`src/logic/graph_bus_macros.svh`:
```
// graph bus sizing macros for the PE count, node id range and counter width
`ifndef GRAPH_BUS_MACROS_SVH
`define GRAPH_BUS_MACROS_SVH

// number of edge PEs sharing the request bus
`define GRAPH_BUS_NUM_PE 4

// node ids span this range, so an id is its clog2 wide
`define GRAPH_BUS_MAX_NODE_ID 1024

// width of each per-channel transfer counter
`define GRAPH_BUS_CNT_W 16

`endif
```
`src/logic/graph_bus_pkg.sv`:
```
// graph bus types for PE requests, memory controller channels and the APB port
`default_nettype none

`include "graph_bus_macros.svh"

package graph_bus_pkg;

    // field widths derived from the sizing macros
    localparam int PE_TAG_W  = $clog2(`GRAPH_BUS_NUM_PE);
    localparam int NODE_ID_W = $clog2(`GRAPH_BUS_MAX_NODE_ID);

    // what a PE asks for about its node
    typedef enum logic {
        REQ_NEIGHBOR = 1'b0,
        REQ_FEATURE  = 1'b1
    } req_type_e;

    // one PE request, held until granted
    typedef struct packed {
        logic                 req;
        logic [PE_TAG_W-1:0]  pe_tag;
        req_type_e            req_type;
        logic [NODE_ID_W-1:0] node_id;
    } bus_req_t;

    // word on a memory controller channel
    typedef struct packed {
        logic                 valid;
        logic [NODE_ID_W-1:0] node_id;
        logic [PE_TAG_W-1:0]  pe_tag;
    } mem_cntl_info_t;

    typedef struct packed {
        logic        psel;
        logic        penable;
        logic        pwrite;
        logic [3:0]  paddr;
        logic [31:0] pwdata;
    } apb_req_t;

    typedef struct packed {
        logic [31:0] prdata;
        logic        pready;
        logic        pslverr;
    } apb_rsp_t;

    // register map of the config block
    typedef enum logic [3:0] {
        REG_PE_ENABLE    = 4'h0,
        REG_NEIGHBOR_CNT = 4'h4,
        REG_FEATURE_CNT  = 4'h8
    } reg_addr_e;

endpackage

`default_nettype wire

```
`src/logic/bus_config_regs.sv`:
```
// APB register block with the PE enable mask and per-channel transfer counters
`timescale 1ns/1ns
`default_nettype none

`include "graph_bus_macros.svh"

module bus_config_regs (
    input  wire                                 clk,
    input  wire                                 reset,
    input  wire graph_bus_pkg::apb_req_t        apb_req,
    output graph_bus_pkg::apb_rsp_t             apb_rsp,
    input  wire graph_bus_pkg::mem_cntl_info_t  neighbor_info,
    input  wire graph_bus_pkg::mem_cntl_info_t  feature_info,
    output logic [`GRAPH_BUS_NUM_PE-1:0]        pe_enable
);

    logic        access;
    logic        wr_en;
    logic        addr_hit;
    logic [31:0] rd_data;

    // entry 0 counts neighbor transfers, entry 1 feature transfers
    logic [`GRAPH_BUS_CNT_W-1:0] xfer_cnt [2];
    logic [1:0]                  cnt_inc;
    logic [1:0]                  cnt_clr;

    assign access = apb_req.psel & apb_req.penable;
    assign wr_en  = access & apb_req.pwrite;

    // read mux and address decode
    always_comb begin
        rd_data  = '0;
        addr_hit = 1'b1;
        case (apb_req.paddr)
            graph_bus_pkg::REG_PE_ENABLE:    rd_data = 32'(pe_enable);
            graph_bus_pkg::REG_NEIGHBOR_CNT: rd_data = 32'(xfer_cnt[0]);
            graph_bus_pkg::REG_FEATURE_CNT:  rd_data = 32'(xfer_cnt[1]);
            default:                         addr_hit = 1'b0;
        endcase
    end

    // zero wait states
    always_comb begin
        apb_rsp.prdata  = access ? rd_data : '0;
        apb_rsp.pready  = 1'b1;
        apb_rsp.pslverr = access & ~addr_hit;
    end

    // only the low PE-count bits of the write data matter
    always_ff @(posedge clk or negedge reset) begin
        if (!reset) begin
            pe_enable <= '1;
        end else if (wr_en && apb_req.paddr == graph_bus_pkg::REG_PE_ENABLE) begin
            pe_enable <= apb_req.pwdata[`GRAPH_BUS_NUM_PE-1:0];
        end
    end

    assign cnt_inc = {feature_info.valid, neighbor_info.valid};
    assign cnt_clr[0] = wr_en && apb_req.paddr == graph_bus_pkg::REG_NEIGHBOR_CNT;
    assign cnt_clr[1] = wr_en && apb_req.paddr == graph_bus_pkg::REG_FEATURE_CNT;

    // clear wins over a same-cycle increment, counters wrap
    always_ff @(posedge clk or negedge reset) begin
        if (!reset) begin
            xfer_cnt[0] <= '0;
            xfer_cnt[1] <= '0;
        end else begin
            for (int i = 0; i < 2; i++) begin
                if (cnt_clr[i]) begin
                    xfer_cnt[i] <= '0;
                end else if (cnt_inc[i]) begin
                    xfer_cnt[i] <= xfer_cnt[i] + 1'b1;
                end
            end
        end
    end

    a_penable_with_psel: assert property (
        @(posedge clk) disable iff (!reset) apb_req.penable |-> apb_req.psel
    ) else $error("bus_config_regs: penable without psel");

endmodule

`default_nettype wire

```
`config.mk`:
```
export PLATFORM = sky130hd
export DESIGN_NAME = bus_config_regs
export DESIGN_NICKNAME = d
export VERILOG_FILES = /design/src/logic/graph_bus_pkg.sv /design/src/logic/bus_config_regs.sv
export VERILOG_INCLUDE_DIRS = /design/src /design/src/logic
export SDC_FILE = /design/constraint.sdc
export NUM_CORES = 1
export LEC_CHECK = 0
export ABC_AREA = 1
export BUFFER_PORTS_ARGS = -buffer_cell sky130_fd_sc_hd__buf_2
export CORE_UTILIZATION = 44
export CTS_CLUSTER_DIAMETER = 30
export DETAILED_ROUTE_END_ITERATION = 10
export PLACE_DENSITY = 0.85
export SLEW_MARGIN = 40
export SYNTH_ARGS = -nofsm -noshare
export SYNTH_HDL_FRONTEND = slang
export SYNTH_SLANG_ARGS = --single-unit
export TNS_END_PERCENT = 50
```
`constraint.sdc`:
```
create_clock -name clk -period 1.13 [get_ports clk]
set_input_delay 0.0565 -clock clk [delete_from_list [all_inputs] [get_ports clk]]
set_output_delay 0.0565 -clock clk [all_outputs]
set_load 0.05 [all_outputs]
```
== Word level (Yosys, flattened, before mapping) ==
Cells that the tools add are included.

* Flip-flop bits (word level): 36
* Input bits: 67
* Output and inout port bits: 38
* Logic and storage cells: 25

* $add $sub $neg: 2
* Equal/unequal tests: 2
* Muxes and demuxes: 7
* Bitwise logic cells: 4
* Reductions and logical operators: 7

{| class="wikitable"
|+ Operator list
! cell !! number
|-
| 16-bit two-way mux || 4
|-
| 16-bit case mux with 3 select lines || 1
|-
| 16-bit by 1-bit adder with 16-bit output (second input constant) || 2
|-
| 32-bit two-way mux || 1
|-
| 4-bit by 3-bit equality test with 1-bit output (second input constant) || 1
|-
| 4-bit equality test (second input constant) || 1
|-
| 4-bit zero test || 1
|-
| 2-bit nonzero test || 2
|-
| 1-bit AND || 3
|-
| 1-bit logical AND || 3
|-
| 3-bit OR reduction || 1
|-
| 1-bit two-way mux || 1
|-
| 1-bit inverter || 1
|}

== Logic depth before layout (Yosys ltp) ==
* Word-level depth: 5
* Gate-level depth with buffers: 9
* Gate-level depth less buffers: 9

== Worst setup path before layout ==
No wires, ideal clock.

* Path type: input-to-output
* From: input apb_req[34] (netlist bit)
* To: output apb_rsp[0] (netlist bit)
* Arrival time: 1.967 ns
* Required time: 1.074 ns
* Path slack: -0.894 ns
* Stages: 6
* Buffers on the path: 1
* Cells stage by stage: inv_1 > nor2_1 > nand2_1 > inv_2 > buf_6 > nor4_1

{| class="wikitable"
|+ RTL lines
! what !! RTL line !! RTL
|-
| start, declared || bus_config_regs.sv:10 || <nowiki>input wire graph_bus_pkg::apb_req_t apb_req,</nowiki>
|-
| end, declared || bus_config_regs.sv:11 || <nowiki>output graph_bus_pkg::apb_rsp_t apb_rsp,</nowiki>
|}

==> impl_summary.log <==
INFO  metric postRouteAntennaNets = 0
INFO  metric grt_start_max_net_pins = 37
INFO  metric finalHoldViolCount = 0
INFO  metric route.detailed.vias_per_inst = 5.72
INFO  metric setup_violations = 45
INFO  metric first_pass_iters = 5
INFO  metric antennaDiodeCount = 0
INFO  metric fin_util = 79.7%
INFO  metric result_of_the_run = finished, violations left
INFO  metric pwr-share-comb = 50.7%
INFO  metric clock_tree.buffer_depth = 2
INFO  metric synth_fa_ha_area_share = 1.02%
INFO  metric synth.lib_cells_used.distinct = 32
INFO  metric clkSinkCount = 36
INFO  metric synth_top_family_by_area = simple AND/OR/NAND/NOR gates
INFO  metric area_share_of_xor_xnor_cells_in_the_synthesized_design = 1.42%
INFO  metric finish.instance_area = 4180 um^2
INFO  metric drive_gt1_share = 49.0%
INFO  metric finalWorstPathRequiredPeriod = 1.52 ns
INFO  metric routed_wl = 10.3 mm
INFO  metric placement_cell_area = 3170 um^2
INFO  metric power_density = 1460 nW/um^2
INFO  metric per_instance_average_area_after_synthesis = 6.82 um^2
INFO  metric clock_tree.root_cell = sky130_fd_sc_hd__clkbuf_8
INFO  metric placement.io_buffers = 35
INFO  metric cts_tree = built
INFO  metric post-dp-hpwl = 4.96 mm
INFO  metric final_common_cell = sky130_fd_sc_hd__buf_4
INFO  metric criticalPathCategory = reg2out
INFO  metric layout_common_cells = sky130_fd_sc_hd__buf_4, sky130_fd_sc_hd__nand2_1, sky130_fd_sc_hd__buf_6
INFO  metric setup.worst_path.start_class = register
INFO  metric grt_first_pass_wirelength = 14.7 mm
INFO  metric clkLatencyLatePin = 0.31 ns
INFO  metric floorplan.die.height = 76.8 um
INFO  metric flip_flop_and_latch_area = 911 um^2
INFO  metric synthMuxAreaShare = 0%
INFO  metric static-leakage-power = 2.09 nW
INFO  metric design.die.area = 5900 um^2
INFO  metric post-route-period-util = 135%
INFO  metric grt_pass1_vias = 3076
INFO  metric nNetsFinal = 564
INFO  metric worst_ep_arrival_time = 1.46 ns
INFO  metric floorplan.initialDensity = 47.0%
INFO  metric final.fill_count = 289
INFO  metric worstRegToRegCells = 9
INFO  metric yosys.area_share.simple = 35.0%
INFO  metric final.setup.tns = -7.51 ns
INFO  metric postSynthCellCount = 361
INFO  metric cts_inserted_buffers = 5
INFO  metric die_width = 76.8 um
INFO  metric number_of_storage_elements_in_the_synthesis_netlist = 36
INFO  metric remaining_global_route_overflow = 0
INFO  metric worst-r2r-setup-slack = -0.33 ns
INFO  metric ys.warnings.count = 0
INFO  metric placement_rows = 26
INFO  metric placeableCoreArea = 5240 um^2
INFO  metric vdd_drop_max = 1.51 mV
INFO  metric antenna_found_initial = 0
INFO  metric power_frac_clock = 17.8%
INFO  metric maxCapViolations = 0
INFO  metric drv_slew = 0
INFO  metric required = 1.07 ns
INFO  metric totalPowerFinal = 6.08 mW
INFO  metric clock-skew-final = 0.00317 ns
INFO  metric rsz0062_at_grt = yes
INFO  metric total_switching_power = 2.45 mW
INFO  metric intPower = 3.63 mW
INFO  metric preCtsSetupSlack = -0.260 ns
INFO  metric synth_ff_type = sky130_fd_sc_hd__dfrtp_1
INFO  metric post-route-worst-setup-slack = -0.390 ns
INFO  metric multiInputGateArea = 1690 um^2
INFO  metric timing.hold.worst_path_depth = 3
INFO  metric yosysSeqAreaShare = 36.8%
INFO  metric failed_checks = negative setup slack
INFO  metric synth_compound_gate_area_share = 11.3%
INFO  metric cts.htree.levels = 2
INFO  metric drt_drc_violations_left = 0
INFO  metric power.sequential.fraction = 31.6%
INFO  metric path_max_fanout = 2
INFO  metric detail_route.wl_per_cell = 18.3 um
INFO  metric clock.fmax = 0.658 GHz
INFO  metric switching_share = 40.3%
INFO  metric synth_edf_count = 0
INFO  metric critical_path.endpoint_type = output port
INFO  metric ioPinCount = 105
INFO  metric synthesis_to_finish_area_growth = 69.5%
INFO  metric gp_congestion = 0.886
INFO  metric num_vias = 3237
INFO  metric ys_async_sr_fraction = 100%
INFO  metric track_usage = 31.5%
INFO  metric hold_removal_path_class = in2reg
INFO  metric detail_route.iter0.violations = 329
INFO  metric clk_pin_slew = 0.07 ns
INFO  metric post_synth_design_cell_area = 2460 um^2
==> timing repair <==
action	CTS	global route
setup endpoints to repair	47	46
gates resized for setup	112	55
buffers inserted	28	19
hold endpoints to repair	40	0
pin swaps	33	27
hold buffers	5	0
==> critical path, stage by stage, from the launching register on <==
cell	delay, ns
sky130_fd_sc_hd__dfstp_2	0.55
sky130_fd_sc_hd__inv_2	0.04
sky130_fd_sc_hd__o211ai_1	0.19
sky130_fd_sc_hd__nand2_1	0.14
sky130_fd_sc_hd__clkinvlp_4	0.10
sky130_fd_sc_hd__buf_8	0.14
==> registers in the layout (all words and copies together), names as in the netlist <==
| name | cells |
|---|---|
| pe_enable | 4 |
| xfer_cnt | 32 |
==> layer usage <==
layer  share of wire (%)  GRT usage, %  vias up
met1                  36          35.7     1546
met2                  50          56.3      225
met4                 6.2          13.3        0
met5                   0             0        -
met3                 7.4          7.26       72
li1                    -             -     1394
==> final cells by class <==
type | instances | share of cell area, %
clock buffer | 8 | 2.40
inverter | 44 | 4.25
tap | 70 | 2.10
timing repair buffer | 137 | 29.0
multi-input combinational | 271 | 40.5
sequential | 36 | 21.8
==> synth_stat cells, types with 3 or more instances <==
library cell | n | area (um^2)
sky130_fd_sc_hd__nand4_1 | 12 | 75.1
sky130_fd_sc_hd__o21ai_0 | 13 | 65.1
sky130_fd_sc_hd__nand2_1 | 104 | 390
sky130_fd_sc_hd__o211ai_1 | 4 | 30.0
sky130_fd_sc_hd__buf_4 | 19 | 143
sky130_fd_sc_hd__nand2_2 | 4 | 25.0
sky130_fd_sc_hd__xor2_1 | 3 | 26.3
sky130_fd_sc_hd__nand3_1 | 24 | 120
sky130_fd_sc_hd__nor2_1 | 39 | 146
sky130_fd_sc_hd__a21oi_1 | 28 | 140
sky130_fd_sc_hd__o21bai_1 | 3 | 22.5
sky130_fd_sc_hd__nor2_4 | 3 | 33.8
sky130_fd_sc_hd__buf_2 | 3 | 15.0
sky130_fd_sc_hd__inv_1 | 41 | 154
sky130_fd_sc_hd__dfrtp_1 | 32 | 801
sky130_fd_sc_hd__dfstp_2 | 4 | 105
sky130_fd_sc_hd__nor3_1 | 4 | 20.0
==> power groups by stage <==
| stage | logic (mW) | clock network, mW | registers [mW] |
|---|---|---|---|
| finish | 3.08 | 1.08 | 1.92 |
| global route | 3.24 | 1.14 | 1.94 |
| CTS | 2.47 | 1.04 | 1.86 |
| detailed placement | 1.75 | 0 | 1.91 |
| global placement | 1.69 | 0 | 1.88 |
| floorplan | 0.859 | 0 | 1.97 |
==> kinds of logic after synthesis <==
| group | after synthesis |
|---|---|
| other cells | 2 |
| buf+inv | 69 |
| xor+xnor | 4 |
| compound gates | 51 |
| flops | 36 |
| simple gates | 197 |
| fa+ha+maj | 2 |
==> through the flow <==
step	hold WS (ns)	instances
after floorplan	-0.239	376
after global placement	0.0316	508
after detailed placement	0.0337	508
after CTS	0.118	549
after global routing	0.151	566
final	0.141	566
==> final timing paths <==
kind / start / end
setup / recovery: pe_enable[2]$_DFFE_PN1P_ / apb_rsp[4]
setup reg to reg: xfer_cnt[16]$_DFFE_PN0P_ / xfer_cnt[28]$_DFFE_PN0P_
max in group asynchronous: reset / pe_enable[0]$_DFFE_PN1P_
hold / removal: neighbor_info[12] / xfer_cnt[17]$_DFFE_PN0P_
hold reg to reg: pe_enable[0]$_DFFE_PN1P_ / pe_enable[0]$_DFFE_PN1P_
min in group asynchronous: reset / xfer_cnt[5]$_DFFE_PN0P_
Power figures use the tool's default switching activity.
